**src/switch_cfg_pkg.sv**
```systemverilog
// Sizing constants for ports, data width, select width and queue depth
package switch_cfg_pkg;

    // Ingress and egress port count
    localparam int N_PORTS = 4;

    // Bits needed to name one real port
    localparam int PORT_W = $clog2(N_PORTS);

    // Data byte carried by every flit
    localparam int DATA_W = 8;

    // Select codes run from 0 to N_PORTS and the top code marks an idle output
    localparam int SEL_W = $clog2(N_PORTS + 1);
    localparam int IDLE_SEL = N_PORTS;

    // Ingress queue sizing
    localparam int FIFO_DEPTH = 4;
    localparam int FIFO_PTR_W = $clog2(FIFO_DEPTH);
    localparam int FIFO_CNT_W = $clog2(FIFO_DEPTH + 1);

endpackage

```
**src/switch_types_pkg.sv**
```systemverilog
// Flit field, select map and word bus types shared by queues, scheduler and crossbar
package switch_types_pkg;

    import switch_cfg_pkg::*;

    // Destination field of a flit that is wide enough for real ports only
    typedef logic [PORT_W-1:0] dest_t;

    // One source-select value where IDLE_SEL means no source
    typedef logic [SEL_W-1:0] sel_t;

    // One select slot per output
    typedef sel_t [N_PORTS-1:0] sel_map_t;

    // One data word per port
    typedef logic [N_PORTS-1:0][DATA_W-1:0] word_bus_t;

endpackage

```
**src/crossbar_pipe.sv**
```systemverilog
// Two-stage crossbar registering the select map and words, then routing words to outputs
`timescale 1ns/1ps

module crossbar_pipe (
    input  logic                               clk,
    input  logic                               rst_n,
    input  logic                               valid_in,
    output logic                               ready_out,
    input  switch_types_pkg::sel_map_t         sel,
    input  switch_types_pkg::word_bus_t        din,
    output switch_types_pkg::word_bus_t        dout,
    output logic [switch_cfg_pkg::N_PORTS-1:0] mask,
    output logic                               valid_out,
    input  logic                               ready_in
);
    import switch_cfg_pkg::*;
    import switch_types_pkg::*;

    sel_map_t           sel_s1;
    word_bus_t          din_s1;
    logic [N_PORTS-1:0] sel_ok_s1;
    logic               valid_s1;

    word_bus_t          dout_s2;
    logic [N_PORTS-1:0] mask_s2;
    logic               valid_s2;

    // Whole pipe holds while a result waits at the egress
    logic stall;

    assign stall     = valid_s2 && !ready_in;
    assign ready_out = !stall;

    // Stage 1 payload
    always_ff @(posedge clk) begin
        if (!stall) begin
            sel_s1 <= sel;
            din_s1 <= din;
        end
    end

    // Stage 1 control marks an output live when its select names a real port
    always_ff @(posedge clk or negedge rst_n) begin
        if (!rst_n) begin
            valid_s1  <= 1'b0;
            sel_ok_s1 <= '0;
        end else if (!stall) begin
            valid_s1 <= valid_in;
            for (int i = 0; i < N_PORTS; i++) begin
                sel_ok_s1[i] <= valid_in && (sel[i] < sel_t'(N_PORTS));
            end
        end
    end

    // Stage 2 routes the chosen word and zeroes idle outputs
    always_ff @(posedge clk or negedge rst_n) begin
        if (!rst_n) begin
            dout_s2  <= '0;
            mask_s2  <= '0;
            valid_s2 <= 1'b0;
        end else if (!stall) begin
            valid_s2 <= valid_s1;
            mask_s2  <= sel_ok_s1;
            for (int i = 0; i < N_PORTS; i++) begin
                dout_s2[i] <= sel_ok_s1[i] ? din_s1[sel_s1[i][PORT_W-1:0]] : '0;
            end
        end
    end

    assign dout      = dout_s2;
    assign mask      = mask_s2;
    assign valid_out = valid_s2;

endmodule

```
**config.mk**
```make
export PLATFORM = sky130hd
export DESIGN_NAME = crossbar_pipe
export DESIGN_NICKNAME = d
export VERILOG_FILES = /design/src/switch_cfg_pkg.sv /design/src/switch_types_pkg.sv /design/src/crossbar_pipe.sv
export SDC_FILE = /design/constraint.sdc
export NUM_CORES = 1
export LEC_CHECK = 0
export BUFFER_PORTS_ARGS = -buffer_cell sky130_fd_sc_hd__buf_2
export CAP_MARGIN = 10
export CORE_MARGIN = 5
export CORE_UTILIZATION = 49
export CTS_CLUSTER_SIZE = 16
export DETAILED_ROUTE_END_ITERATION = 10
export HOLD_SLACK_MARGIN = 0.08
export PLACE_DENSITY = 0.76
export SETUP_SLACK_MARGIN = 0.3
export SLEW_MARGIN = 20
export SYNTH_ARGS = -nofsm -noshare
export SYNTH_HDL_FRONTEND = slang
export SYNTH_SLANG_ARGS = --single-unit
export TNS_END_PERCENT = 10
```
**constraint.sdc**
```tcl
create_clock -name clk -period 1.73 [get_ports clk]
set_input_delay 0 -clock clk [delete_from_list [all_inputs] [get_ports clk]]
set_output_delay 0 -clock clk [all_outputs]
set_load 0.01 [all_outputs]
```
==> impl_metrics.csv <==
group,metric,value,unit
run_status,run_status,"finished, final reports clean",
clocking,cts_num_sinks,82,
clocking,cts-root-to-sink-buffers,2,
global_route,grt_start_max_net_pins,34,
sta,max_freq,701,MHz
logic_synthesis,synth.net_count,264,
cells_and_area,layout.nets,401,
route,viasPerCell,5.59,
global_route,antenna_violations_before_repair,0,
logic_synthesis,yosysSeqAreaShare,0.593,
setup_path,setup.worst_path.start_class,"flip-flop",
sta,finalSetupTns,0,ns
setup_path,worstRegToRegCells,3,
clocking,clk_root_buffer_cell,"sky130_fd_sc_hd__clkbuf_8",
cells_and_area,final_layout_size_suffix_gt1_frac,0.430,
logic_synthesis,post_synth_inst_count,216,
place,pre_cts_ws,0.292,ns
place,hpwl,5.78,mm
logic_synthesis,yosys_warnings,0,
floorplan,floorplan.core_area,7650,um^2
cells_and_area,fillerInstances,552,
place,io_buffer_count,85,
floorplan,ioPinCount,86,
sta,finalWorstPathRequiredPeriod,1.43,ns
sta,max_slew_margin,0.691,
setup_path,timing.critical_path.from,"sel_s1[6]$_DFFE_PN_",
setup_path,setup.reg_to_reg.worst_slack,0.30,ns
sta,hold_violation_count_in_the_final_report,0,
route,detail_route.first_pass.iterations,4,
cells_and_area,antenna_cells_inserted,0,
power,peakVddDrop,0.508,mV
clocking,clk_pin_slew_worst_paths,0.07,ns
setup_path,cp-end-kind,"flip-flop",
logic_synthesis,netlist-cell-type-count,13,
cells_and_area,area_growth,32.7,%
route,drt.antenna.violating_nets,0,
cells_and_area,layout_common_cells,"sky130_fd_sc_hd__buf_2, sky130_fd_sc_hd__dlygate4sd3_1, sky130_fd_sc_hd__dfrtp_1",
clocking,clock_latency_on_the_worst_skew_pair,0.35,ns
logic_synthesis,total_standard_cell_area_after_synthesis,3800,um^2
flow_run,maxCapViolCount,0,
place,gp_congestion,0.802,
sta,finalCritPeriodShare,0.824,
sta,final.setup.worst_slack,0.304,ns
floorplan,die_h,98.0,um
sta,worst-slew-pin-transition,0.463,ns
route,detailroute.via_count,2573,
power,power_per_cell_area,917,nW/um^2
setup_path,crit_end,"dout[16]$_DFFE_PN0N_",
global_route,grt_pass1_wl,14.7,mm
clocking,cts_tree,"built",
global_route,grt_overflow_total,0,
clocking,cts_htree_levels,3,
floorplan,placementRows,32,
global_route,global_route.usage.total,0.199,
global_route,via_count_of_the_first_global_routing_pass,2722,
setup_path,ff_to_ff_start,"sel_s1[6]$_DFFE_PN_",
route,total_wire_length_after_detailed_routing,8.97,mm
route,drc_errors,0,
sta,setup_viol,0,
sta,slew_violations,0,
min_path,hp-class,"input port to flip-flop",
route,routedWlPerCell,19.5,um
setup_path,critPathArrivalTime,1.66,ns
logic_synthesis,postSynthRegisterBits,82,
logic_synthesis,avgSynthCellArea,17.6,um^2
setup_path,crit_type,"flip-flop to flip-flop",
floorplan,die-area,9610,um^2
floorplan,die_w,98.0,um
route,drtIter0Drc,208,
setup_path,cp.required,1.96,ns
cells_and_area,layout_commonest_cell,"sky130_fd_sc_hd__buf_2",
sta,rsz0062_at_grt,"true",
setup_path,critical_path.reg2reg.endpoint,"dout[16]$_DFFE_PN0N_",
clocking,tritoncts.num_buffers,9,
sta,fin_skew,0.0117,ns
floorplan,start_util,0.497,
power,p_leak,2.30,nW
setup_path,maximum_fanout_encountered_on_the_critical_timing_path,8,
==> per-stage QoR <==
step           area, um^2   util  hold WS, ns  power (mW)  std cells
6_report             5040  0.659        0.163        4.62        460
5_1_grt              5040  0.659        0.159        4.83        460
4_1_cts              4990  0.652        0.162        4.63        454
3_5_place_dp         4330  0.566      -0.0988        3.33        389
3_3_place_gp         4330  0.566       -0.102        3.30        389
2_1_floorplan        3800      -       -0.296        2.98        216
==> where the power goes <==
group | switching (mW) | internal (mW)
clock | 0.616 | 0.605
combinational | 0.381 | 0.541
sequential | 0.199 | 2.27
==> cells by family (layout without fill, tap and decap cells) <==
family	after synthesis	in the layout	synth area share
compound gates	32	32	0.0738
mux	41	41	0.216
flops	82	82	0.593
simple gates	38	39	0.0837
buf+inv	23	164	0.0329
==> routing by layer <==
metal,wire length (um),track usage,up-vias
met5,0,0,-
met4,162,0.0767,0
met3,609,0.0414,14
met2,4490,0.319,99
met1,3710,0.267,1310
li1,-,-,1150
==> worst max-delay path: stages (launching register included) <==
cell	delay, ns
sky130_fd_sc_hd__edfxtp_1	0.33
sky130_fd_sc_hd__buf_4	0.22
sky130_fd_sc_hd__mux4_2	0.53
sky130_fd_sc_hd__a31o_1	0.23
==> flip-flops by register name (all words and copies together) (netlist names) <==
signal and flops:
valid_out 1, dout 32, sel_s1 8, mask 4, sel_ok_s1 4, valid_s1 1
din_s1 32
==> synth_stat cells, drive strengths merged <==
library cell  instances  share of area
mux4                 32           0.19
clkbuf               10         0.0099
dfrtp                42           0.28
buf                  13          0.023
nor2b                 4         0.0066
and3b                32          0.074
edfxtp               40           0.32
mux2                  9          0.027
nand2b                2         0.0033
a31o                 32          0.074
==> what timing repair did <==
action                     in CTS  in global routing
setup endpoints to repair       4                 26
pin swaps                       0                  0
hold endpoints to repair       87                  0
cloned                          1                  0
hold buffers                   48                  0
gates resized for setup         1                  1
buffers inserted                0                  6
==> worst min-delay path by stage <==
| stage | start | to | slack, ns | cells past startpoint |
|---|---|---|---|---|
| after floorplan | rst_n | dout[0]$_DFFE_PN0N_ | -0.30 | 0 |
| after global placement | rst_n | dout[2]$_DFFE_PN0N_ | -0.10 | 1 |
| after detailed placement | rst_n | dout[2]$_DFFE_PN0N_ | -0.1 | 1 |
| after CTS | ready_in | valid_out$_DFFE_PN0N_ | 0.16 | 3 |
| after global routing | ready_in | sel_ok_s1[2]$_DFFE_PN0N_ | 0.16 | 3 |
| final | ready_in | sel_ok_s1[2]$_DFFE_PN0N_ | 0.16 | 3 |
==> area by class of cell <==
class,count,area (um^2),share of cell area
clock buffers,16,170,0.0338
multi-input cells,112,1440,0.285
repair buffers,148,1050,0.209
well taps,102,128,0.0253
flip-flops and latches,82,2250,0.447
(Power assumes the default switching activity.)
