===== src/switch_cfg_pkg.sv =====
// Sizing constants for ports, data width, select width and queue depth
package switch_cfg_pkg;

    // Ingress and egress port count
    localparam int N_PORTS = 4;

    // Bits needed to name one real port
    localparam int PORT_W = $clog2(N_PORTS);

    // Data byte carried by every flit
    localparam int DATA_W = 8;

    // Select codes run from 0 to N_PORTS and the top code marks an idle output
    localparam int SEL_W = $clog2(N_PORTS + 1);
    localparam int IDLE_SEL = N_PORTS;

    // Ingress queue sizing
    localparam int FIFO_DEPTH = 4;
    localparam int FIFO_PTR_W = $clog2(FIFO_DEPTH);
    localparam int FIFO_CNT_W = $clog2(FIFO_DEPTH + 1);

endpackage


===== src/switch_types_pkg.sv =====
// Flit field, select map and word bus types shared by queues, scheduler and crossbar
package switch_types_pkg;

    import switch_cfg_pkg::*;

    // Destination field of a flit that is wide enough for real ports only
    typedef logic [PORT_W-1:0] dest_t;

    // One source-select value where IDLE_SEL means no source
    typedef logic [SEL_W-1:0] sel_t;

    // One select slot per output
    typedef sel_t [N_PORTS-1:0] sel_map_t;

    // One data word per port
    typedef logic [N_PORTS-1:0][DATA_W-1:0] word_bus_t;

endpackage


===== src/ingress_fifo.sv =====
// Per-port flit queue with valid/ready push side and head/pop side
`timescale 1ns/1ps

module ingress_fifo (
    input  logic                              clk,
    input  logic                              rst_n,
    input  logic                              push_valid,
    output logic                              push_ready,
    input  switch_types_pkg::dest_t           push_dest,
    input  logic [switch_cfg_pkg::DATA_W-1:0] push_data,
    output logic                              head_valid,
    output switch_types_pkg::dest_t           head_dest,
    output logic [switch_cfg_pkg::DATA_W-1:0] head_data,
    input  logic                              pop
);
    import switch_cfg_pkg::*;
    import switch_types_pkg::*;

    dest_t                 dest_mem [FIFO_DEPTH];
    logic [DATA_W-1:0]     data_mem [FIFO_DEPTH];
    logic [FIFO_PTR_W-1:0] wr_ptr;
    logic [FIFO_PTR_W-1:0] rd_ptr;
    logic [FIFO_CNT_W-1:0] count;
    logic                  do_push;
    logic                  do_pop;

    // Circular pointer step
    function automatic logic [FIFO_PTR_W-1:0] ptr_inc(input logic [FIFO_PTR_W-1:0] p);
        if (p == FIFO_PTR_W'(FIFO_DEPTH - 1)) begin
            return '0;
        end
        return p + 1'b1;
    endfunction

    assign push_ready = (count != FIFO_CNT_W'(FIFO_DEPTH));
    assign head_valid = (count != '0);
    assign do_push    = push_valid && push_ready;
    assign do_pop     = pop && head_valid;

    // Oldest flit is visible without delay
    assign head_dest = dest_mem[rd_ptr];
    assign head_data = data_mem[rd_ptr];

    always_ff @(posedge clk) begin
        if (do_push) begin
            dest_mem[wr_ptr] <= push_dest;
            data_mem[wr_ptr] <= push_data;
        end
    end

    always_ff @(posedge clk or negedge rst_n) begin
        if (!rst_n) begin
            wr_ptr <= '0;
            rd_ptr <= '0;
            count  <= '0;
        end else begin
            if (do_push) begin
                wr_ptr <= ptr_inc(wr_ptr);
            end
            if (do_pop) begin
                rd_ptr <= ptr_inc(rd_ptr);
            end
            // Simultaneous push and pop leaves the count alone
            if (do_push && !do_pop) begin
                count <= count + 1'b1;
            end else if (do_pop && !do_push) begin
                count <= count - 1'b1;
            end
        end
    end

endmodule


===== config.mk =====
export PLATFORM = sky130hd
export DESIGN_NAME = ingress_fifo
export DESIGN_NICKNAME = d
export VERILOG_FILES = /design/src/switch_cfg_pkg.sv /design/src/switch_types_pkg.sv /design/src/ingress_fifo.sv
export SDC_FILE = /design/constraint.sdc
export NUM_CORES = 1
export LEC_CHECK = 0
export BUFFER_PORTS_ARGS = -buffer_cell sky130_fd_sc_hd__buf_2
export CORE_UTILIZATION = 30
export CTS_CLUSTER_SIZE = 28
export DETAILED_ROUTE_END_ITERATION = 8
export GPL_TIMING_DRIVEN = 0
export PLACE_DENSITY = 0.52
export SLEW_MARGIN = 10
export SYNTH_ARGS = -nofsm -noshare
export SYNTH_HDL_FRONTEND = slang
export SYNTH_SLANG_ARGS = --single-unit

===== constraint.sdc =====
create_clock -name clk -period 2.45 [get_ports clk]
set_input_delay 0.6125 -clock clk [delete_from_list [all_inputs] [get_ports clk]]
set_output_delay 0.6125 -clock clk [all_outputs]
set_load 0.005 [all_outputs]

==> results.sh, run 1 <==
export IMPL_crit_type="reg -> out"
export IMPL_grt_max_degree=16
export IMPL_synthesis_area_um2=1890
export IMPL_fin_nets=142
export IMPL_hold_viol_final=0
export IMPL_cp_required_ps=1840
export IMPL_synth_seq_cells=47
export IMPL_clock_latency_ps=290
export IMPL_cts_hold_buf=0
export IMPL_clk_pin_slew_ps=80
export IMPL_crit_fanout=10
export IMPL_final_setup_tns_ps=0
export IMPL_root_buffer="clkbuf_8"
export IMPL_synth_edf_count=40
export IMPL_fmax_mhz=434
export IMPL_dp_hpwl_mm=2.09
export IMPL_fin_skew_ps=1.25
export IMPL_fp_dieW_um=81.3
export IMPL_cts_resized=0
export IMPL_htree_levels=2
export IMPL_synth_area_per_cell_um2=21.2
export IMPL_fin_cells=197
export IMPL_antenna_found_initial=0
export IMPL_power_density_nw_per_um2=1150
export IMPL_dp_cells=189
export IMPL_synth_top_area_cell="edfxtp_1"
export IMPL_yosys_warnings=0
export IMPL_drive_above_1_share_pct=42.6
export IMPL_wl_per_cell_um=15.6
export IMPL_gp_congestion=0.710
export IMPL_post_cts_buffers=0
export IMPL_yosysTopAreaCellShare_pct=63.6
export IMPL_clockBufferDepth=2
export IMPL_start_util_pct=31.5
export IMPL_fin_crit_ps=2300
export IMPL_layout_setup_ws_ps=148
export IMPL_core_area_um2=5990
export IMPL_pin_count=26
export IMPL_routed_via_count=893
export IMPL_first_global_vias=944
export IMPL_relSlewSlack_pct=64.3
export IMPL_detail_route_antenna_nets=0
export IMPL_rsz0062_at_grt="false"
export IMPL_cp_end_kind="output port"
export IMPL_cap_viol_max_count=0
export IMPL_fin_hold_ws_ps=144
export IMPL_die_area_um2=6610
export IMPL_crit_arrival_ps=1690
export IMPL_crit_path_start_kind="register"
export IMPL_cts_made_buffers=5
export IMPL_overflow=0
export IMPL_setup_viol=0
export IMPL_synthCells=89
export IMPL_hp_class="in -> async"
export IMPL_post_route_period_util_pct=94.0
export IMPL_yosysSeqAreaShare_pct=72.9
export IMPL_num_antenna_cells=0
export IMPL_p_leak_nw=0.807
export IMPL_num_rows=28
export IMPL_synth_common_cells="edfxtp_1, mux4_2, dfrtp_1"
export IMPL_grt_pass1_wl_mm=4.82
export IMPL_ys_async_sr_fraction_pct=14.9
export IMPL_ys_top_cells_by_area="edfxtp_1, mux4_2, dfrtp_1"
export IMPL_drc=0
export IMPL_area_growth_pct=17.4
export IMPL_grt_usage_pct=10.7
export IMPL_ys_flop_type="edfxtp_1"
export IMPL_clock_sinks=47
export IMPL_status="finished, final reports clean"
export IMPL_port_buffers=25
export IMPL_wl_mm=3.07
export IMPL_total_power_mw=2.56
export IMPL_drt_first_pass_iters=4
export IMPL_max_vdd_ir_drop_mv=0.468
export IMPL_yosysMostFrequentCell="edfxtp_1"
export IMPL_worst_pin_slew_ps=536
export IMPL_first_iter_violations=34
export IMPL_dieHeight_um=81.3
export IMPL_slew_viol_final=0
export IMPL_place_ws_ps=221
export IMPL_ys_types=18
export IMPL_cts_tree="built"
export IMPL_vias_per_cell=4.53
export IMPL_synth_nets=110
registers in the layout, indices dropped and copies added (netlist names):
name,flops
data_mem,32
count,3
rd_ptr,2
dest_mem,8
wr_ptr,2
layout make-up:
| cell class | instances | area (um2) |
|---|---|---|
| Fill cell | 564 | 3770 |
| Buffer | 2 | 12.5 |
| Sequential cell | 47 | 1380 |
| Inverter | 3 | 11.3 |
| Timing Repair Buffer | 25 | 125 |
| Multi-Input combinational cell | 37 | 488 |
| Tap cell | 75 | 93.8 |
| Clock inverter | 2 | 37.5 |
| Clock buffer | 6 | 72.6 |
critical path, stage by stage (launching register included):
cell and delay [ps]:
dfrtp_1 450, buf_4 270, mux4_2 530, buf_2 140
placed cells by master (no fill, tap or decap):
cell type   count
nor2_1          4
clkinvlp_4      1
bufinv_16       1
dfrtp_1         7
inv_1           3
ha_1            6
nand2_4         1
or3_4           1
edfxtp_1       40
buf_2          26
buf_4           1
mux4_2         10
xnor2_1         1
fa_1            1
and2_1          4
nand2_1         1
a21boi_2        1
xor2_1          2
mux2_2          3
clkbuf_1        1
mux2_4          2
clkbuf_8        5
layer usage:
layer | global-route usage [%] | up-vias | routed length (um)
met2 | 17.9 | 24 | 1510
li1 | - | 408 | -
met4 | 5.36 | 0 | 59
met5 | 0 | - | 0
met1 | 12.6 | 453 | 1370
met3 | 2.81 | 8 | 128
power breakdown:
part	switching [mW]	leakage (nW)	internal, mW
Sequential	0.101	0.449	1.08
Clock	0.249	0.0514	0.304
Combinational	0.387	0.307	0.440
Total	0.737	0.807	1.82
metrics by stage:
| step | util (%) | instance area, um2 |
|---|---|---|
| finish | 37.0 | 2220 |
| global route | 37.0 | 2220 |
| CTS | 37.0 | 2220 |
| floorplan | - | 1890 |
| detailed placement | 35.2 | 2110 |
| global placement | 35.2 | 2110 |
worst paths after layout:
check | start | end | slack (ps) | cells past startpoint
hold / removal | rst_n | count[2]$_DFFE_PN0P_ | 140 | 1
min in group clk | push_data[5] | data_mem[0][5]$_DFFE_PP_ | 530 | 1
setup / recovery | rd_ptr[0]$_DFFE_PN0P_ | head_data[5] | 150 | 3
setup reg to reg | count[0]$_DFFE_PN0P_ | count[2]$_DFFE_PN0P_ | 320 | 8
hold reg to reg | count[2]$_DFFE_PN0P_ | count[2]$_DFFE_PN0P_ | 570 | 1
max in group asynchronous | rst_n | rd_ptr[1]$_DFFE_PN0P_ | 2140 | 1
cells by family after synthesis:
kind of cell	share of synthesized area [%]
muxes	15.3
DFF	72.9
adders and majority gates	5.04
buffers and inverters	1.26
AOI/OAI and AO/OA	0.596
and+or+nand+nor	3.51
xor gates and xnor gates	1.39
Power figures use the tool's default switching activity.
==> run 2: changes to the inputs <==
--- a/config.mk
+++ b/config.mk
@@ -5,11 +5,11 @@
 export SDC_FILE = /design/constraint.sdc
 export NUM_CORES = 1
 export LEC_CHECK = 0
+export ABC_AREA = 1
 export BUFFER_PORTS_ARGS = -buffer_cell sky130_fd_sc_hd__buf_2
 export CORE_UTILIZATION = 30
 export CTS_CLUSTER_SIZE = 28
 export DETAILED_ROUTE_END_ITERATION = 8
-export GPL_TIMING_DRIVEN = 0
 export PLACE_DENSITY = 0.52
 export SLEW_MARGIN = 10
 export SYNTH_ARGS = -nofsm -noshare
==> results.sh, run 2 <==
export IMPL_drc=0
export IMPL_max_vdd_ir_drop_mv=0.336
export IMPL_detail_route_antenna_nets=0
export IMPL_clock_latency_ps=290
export IMPL_fin_nets=229
export IMPL_synthesis_area_um2=2090
export IMPL_synth_top_family_by_area="simple AND/OR/NAND/NOR gates"
export IMPL_reg_top3="data_mem x32, dest_mem x8, count x3"
export IMPL_dp_cells=281
export IMPL_clk_pin_slew_ps=90
export IMPL_core_area_um2=6760
export IMPL_fp_dieW_um=85.4
export IMPL_slew_viol_final=0
export IMPL_synth_seq_cells=47
export IMPL_cts_made_buffers=5
export IMPL_synth_common_cells="nand2_1, edfxtp_1, inv_1"
export IMPL_synth_compound_area_share_pct=8.16
export IMPL_hold_viol_final=0
export IMPL_setup_viol=0
export IMPL_rr_startpoint="count[1]$_DFFE_PN0P_"
export IMPL_ys_top_cells_by_area="edfxtp_1, dfrtp_1, nand2_1"
export IMPL_routed_via_count=1240
export IMPL_start_util_pct=30.9
export IMPL_grt_pass1_wl_mm=5.76
export IMPL_dp_hpwl_mm=2.32
export IMPL_total_power_mw=2.60
export IMPL_port_buffers=25
export IMPL_cts_hold_buf=0
export IMPL_num_antenna_cells=0
export IMPL_pwr_share_seq_pct=44.2
export IMPL_fin_crit_ps=1950
export IMPL_power_density_nw_per_um2=1090
export IMPL_place_ws_ps=536
export IMPL_crit_path_start_kind="register"
export IMPL_hp_class="in -> async"
export IMPL_grt_usage_pct=10.7
export IMPL_synthXorXnorAreaFrac_pct=0.420
export IMPL_ys_flop_type="edfxtp_1"
export IMPL_die_area_um2=7290
export IMPL_fmax_mhz=512
export IMPL_synth_simple_area_share_pct=11.6
export IMPL_first_iter_violations=48
export IMPL_clock_sinks=47
export IMPL_p_int_mw=1.67
export IMPL_ys_types=19
export IMPL_final_setup_tns_ps=0
export IMPL_area_growth_pct=14.5
export IMPL_yosysTopAreaCellShare_pct=57.6
export IMPL_dieHeight_um=85.4
export IMPL_synth_edf_count=40
export IMPL_cts_resized=0
export IMPL_drt_first_pass_iters=4
export IMPL_yosys_area_share_adder_pct=4.56
export IMPL_pin_count=26
export IMPL_htree_levels=2
export IMPL_first_global_vias=1203
export IMPL_synthCells=175
export IMPL_yosysMostFrequentCell="nand2_1"
export IMPL_crit_fanout=10
export IMPL_vias_per_cell=4.29
export IMPL_layout_common_cells="nand2_1, edfxtp_1, inv_1"
export IMPL_cap_viol_max_count=0
export IMPL_relSlewSlack_pct=74.5
export IMPL_cts_tree="built"
export IMPL_largest_reg_flops=32
export IMPL_fin_cells=289
export IMPL_comb_power_share_pct=38.4
export IMPL_rsz0062_at_grt="false"
export IMPL_wl_mm=3.46
export IMPL_post_route_period_util_pct=79.7
export IMPL_num_rows=30
export IMPL_wl_per_cell_um=12.0
export IMPL_overflow=0
export IMPL_power_switching_share_pct=35.8
export IMPL_gp_congestion=0.781
export IMPL_antenna_found_initial=0
export IMPL_fin_util_pct=35.3
export IMPL_clockBufferDepth=2
export IMPL_cp_required_ps=1840
export IMPL_fin_skew_ps=5.36
export IMPL_final_common_cell="nand2_1"
export IMPL_grt_max_degree=28
export IMPL_p_sw_uw=931
export IMPL_ys_async_sr_fraction_pct=14.9
export IMPL_worst_pin_slew_ps=382
export IMPL_fillers=684
export IMPL_synth_nets=196
export IMPL_root_buffer="clkbuf_8"
export IMPL_post_cts_buffers=0
export IMPL_drive_above_1_share_pct=22.0
export IMPL_layout_setup_ws_ps=496
export IMPL_synth_top_area_cell="edfxtp_1"
export IMPL_crit_type="reg -> out"
export IMPL_top_register="data_mem"
export IMPL_yosys_warnings=0
export IMPL_crit_path_start="rd_ptr[1]$_DFFE_PN0P_"
export IMPL_synth_area_per_cell_um2=11.9
export IMPL_synthMuxAreaShare_pct=0
export IMPL_cp_end_kind="output port"
export IMPL_crit_arrival_ps=1340
export IMPL_status="finished, final reports clean"
export IMPL_yosysSeqAreaShare_pct=66.0
export IMPL_p_leak_nw=1.02
export IMPL_p_clk_share_pct=17.4
## run 2: changes by cell type in the layout (fill, tap and decap cells not counted), moves of 6 or more
cell	delta
nand3_1	+6
o211ai_1	+17
nand2_1	+42
buf_4	+6
inv_1	+30
mux4_2	-10
## run 2: routing by layer
layer	share of wire, %	global-route usage (%)
met3	3.4	2.92
met4	1.8	4.55
met1	42	11.5
met2	53	19.6
met5	0	0
## run 2: worst max-delay path: stages, from the launching register on
cell and delay, ps:
dfrtp_1 390, inv_1 300, o211ai_1 150, nand2_1 100, buf_2 110
## run 2: cells by family after synthesis
| group | Yosys count |
|---|---|
| adders and majority gates | 7 |
| buffers and inverters | 40 |
| xor gates and xnor gates | 1 |
| and+or+nand+nor | 59 |
| AOI/OAI and AO/OA | 21 |
| DFF | 47 |
## run 2: worst paths after layout
path / endpoint / slack [ps] / depth (start not counted)
worst max-delay path: head_dest[1] / 500 / 4
worst min-delay path: wr_ptr[0]$_DFFE_PN0P_ / 140 / 1
worst max register to register: count[2]$_DFFE_PN0P_ / 590 / 10
worst min register to register: wr_ptr[1]$_DFFE_PN0P_ / 540 / 2
max in group asynchronous: rd_ptr[0]$_DFFE_PN0P_ / 2150 / 1
min in group clk: data_mem[0][4]$_DFFE_PP_ / 530 / 1
## run 2: power by group through the flow
stage	combinational (mW)	sequential, mW	clock, mW
3_3_place_gp	1.01	1.16	0
4_1_cts	1.03	1.15	0.470
5_1_grt	1.16	1.17	0.503
2_1_floorplan	0.735	1.16	0
6_report	0.998	1.15	0.452
3_5_place_dp	1.02	1.17	0
## run 2: layout make-up
| type | count | area [um2] | share of cell area [%] |
|---|---|---|---|
| clock buffers | 5 | 68.8 | 2.88 |
| inverters | 34 | 128 | 5.35 |
| clock inverters | 3 | 20.0 | 0.839 |
| flip-flops and latches | 47 | 1380 | 57.7 |
| multi-input cells | 88 | 517 | 21.6 |
| well taps | 80 | 100 | 4.19 |
| repair buffers | 32 | 178 | 7.44 |
## run 2: per-stage QoR
stage / hold slack [ps] / area (um2)
4_1_cts: 128 / 2390
2_1_floorplan: 317 / 2090
3_5_place_dp: 458 / 2300
3_3_place_gp: 458 / 2300
5_1_grt: 135 / 2390
6_report: 137 / 2390
==> run 3: changes to the inputs <==
--- a/config.mk
+++ b/config.mk
@@ -10,7 +10,7 @@
 export CORE_UTILIZATION = 30
 export CTS_CLUSTER_SIZE = 28
 export DETAILED_ROUTE_END_ITERATION = 8
-export PLACE_DENSITY = 0.52
+export PLACE_DENSITY = 0.53
 export SLEW_MARGIN = 10
 export SYNTH_ARGS = -nofsm -noshare
 export SYNTH_HDL_FRONTEND = slang
==> constraint.sdc (replaced) <==
create_clock -name clk -period 1.6 [get_ports clk]
set_input_delay 0.4 -clock clk [delete_from_list [all_inputs] [get_ports clk]]
set_output_delay 0.4 -clock clk [all_outputs]
set_load 0.005 [all_outputs]
==> results.sh, run 3 (synthesis results as in run 2) <==
export IMPL_cp_endpoint="head_dest[0]"
export IMPL_final_common_cell="nand2_1"
export IMPL_dp_hpwl_mm=2.37
export IMPL_cap_viol_max_count=0
export IMPL_routed_via_count=1313
export IMPL_busiest_layer="met2"
export IMPL_drc=0
export IMPL_root_buffer="clkbuf_8"
export IMPL_dp_cells=286
export IMPL_crit_path_start_kind="register"
export IMPL_cp_end_kind="output port"
export IMPL_grtUsageMet2_pct=18.5
export IMPL_p_sw_mw=1.59
export IMPL_power_density_nw_per_um2=1750
export IMPL_gp_congestion=0.724
export IMPL_setup_viol=10
export IMPL_power_switching_share_pct=34.7
export IMPL_post_route_period_util_pct=106
export IMPL_first_iter_violations=73
export IMPL_hold_path_depth=1
export IMPL_rrSetupSlack_ps=0
export IMPL_max_vdd_ir_drop_mv=0.571
export IMPL_p_clk_share_pct=19.0
export IMPL_die_area_um2=7290
export IMPL_clock_latency_ps=300
export IMPL_core_area_um2=6760
export IMPL_fmax_mhz=591
export IMPL_largest_reg_flops=32
export IMPL_finalInstanceArea_um2=2620
export IMPL_relSlewSlack_pct=88.4
export IMPL_hp_class="in -> reg"
export IMPL_place_ws_ps=-19.9
export IMPL_area_growth_pct=25.4
export IMPL_grt_use_met1_pct=13.4
export IMPL_num_rows=30
export IMPL_grt_usage_pct=11.3
export IMPL_cp_required_ps=1200
export IMPL_dieHeight_um=85.4
export IMPL_worst_pin_slew_ps=173
export IMPL_num_antenna_cells=0
export IMPL_p_int_mw=2.99
export IMPL_top_register="data_mem"
export IMPL_pin_count=26
export IMPL_grt_pass1_wl_mm=6.04
export IMPL_clk_pin_slew_ps=90
export IMPL_htree_levels=2
export IMPL_hold_viol_final=0
export IMPL_rr_endpoint="count[2]$_DFFE_PN0P_"
export IMPL_violations="negative setup slack"
export IMPL_fin_crit_ps=1690
export IMPL_clockBufferDepth=2
export IMPL_pwr_share_seq_pct=38.8
export IMPL_crit_arrival_ps=1290
export IMPL_layout_setup_ws_ps=-91.8
export IMPL_drive_above_1_share_pct=31.8
export IMPL_p_leak_nw=1.11
export IMPL_dpl_cell_area_um2=2390
export IMPL_crit_path_start="rd_ptr[0]$_DFFE_PN0P_"
export IMPL_rsz0062_at_grt="true"
export IMPL_drt_first_pass_iters=3
export IMPL_fp_dieW_um=85.4
export IMPL_first_global_vias=1199
export IMPL_detail_route_antenna_nets=0
export IMPL_reg_top3="data_mem x32, dest_mem x8, count x3"
export IMPL_slew_viol_final=0
export IMPL_fin_skew_ps=4.02
export IMPL_crit_fanout=43
export IMPL_cts_tree="built"
export IMPL_grt_use_met3_pct=3.60
export IMPL_layout_common_cells="nand2_1, edfxtp_1, inv_1"
export IMPL_antenna_found_initial=0
export IMPL_status="finished, violations left"
export IMPL_clock_sinks=47
export IMPL_wl_per_cell_um=12.2
export IMPL_rr_startpoint="count[1]$_DFFE_PN0P_"
export IMPL_grt_max_degree=44
export IMPL_start_util_pct=30.9
export IMPL_wl_mm=3.69
export IMPL_fin_util_pct=38.7
export IMPL_overflow=0
export IMPL_reg2regPathDepth=10
export IMPL_cts_made_buffers=5
export IMPL_fin_cells=303
export IMPL_port_buffers=25
export IMPL_crit_type="reg -> out"
export IMPL_comb_power_share_pct=42.2
export IMPL_vias_per_cell=4.33
export IMPL_fin_nets=243
==> run 3: through the flow <==
stage	power (mW)	hold WS [ps]	TNS (ps)
after detailed placement	3.54	250	-23.5
after CTS	4.50	302	-919
after global placement	3.51	247	0
after global routing	4.97	293	-1870
final	4.58	312	-661
after floorplan	2.98	104	-15.7
==> run 3: how the worst min path moves through the flow <==
stage,from,to,slack [ps]
floorplan,rst_n,count[0]$_DFFE_PN0P_,100
global placement,rst_n,count[0]$_DFFE_PN0P_,250
detailed placement,rst_n,count[0]$_DFFE_PN0P_,250
CTS,push_data[5],data_mem[2][5]$_DFFE_PP_,300
global route,push_data[5],data_mem[1][5]$_DFFE_PP_,290
finish,push_data[3],data_mem[1][3]$_DFFE_PP_,310
==> run 3: critical path, cell delays in order, from the launching register on <==
cell      delay, ps
dfrtp_1         400
buf_12          180
o211ai_1        180
nand2_1          90
buf_2           130
==> run 3: timing repair <==
item,4_1_cts,5_1_grt
cloned,1,0
buffers inserted,2,5
setup endpoints to repair,14,14
hold endpoints to repair,7,0
hold buffers,1,0
gates resized for setup,5,9
pin swaps,2,12
==> run 3: power by group through the flow <==
| stage | sequential [mW] | clock (mW) | combinational (mW) |
|---|---|---|---|
| CTS | 1.78 | 0.900 | 1.82 |
| detailed placement | 1.78 | 0 | 1.76 |
| floorplan | 1.78 | 0 | 1.20 |
| finish | 1.78 | 0.869 | 1.93 |
| global route | 1.80 | 0.960 | 2.20 |
| global placement | 1.78 | 0 | 1.73 |
==> run 3: area by class of cell <==
cell class                      count  area [um2]
Fill cell                         693        4140
Sequential cell                    47        1380
Multi-Input combinational cell     88         572
Timing Repair Buffer               45         314
Inverter                           34         134
Tap cell                           80         100
Clock buffer                        5        68.8
Clock inverter                      3        42.5
Timing Repair inverter              1        7.51
==> run 3: layer usage <==
| metal | routed length, um | vias to the layer above |
|---|---|---|
| met3 | 136 | 2 |
| met5 | 0 | - |
| met1 | 1650 | 613 |
| met2 | 1870 | 17 |
| li1 | - | 681 |
| met4 | 36 | 0 |
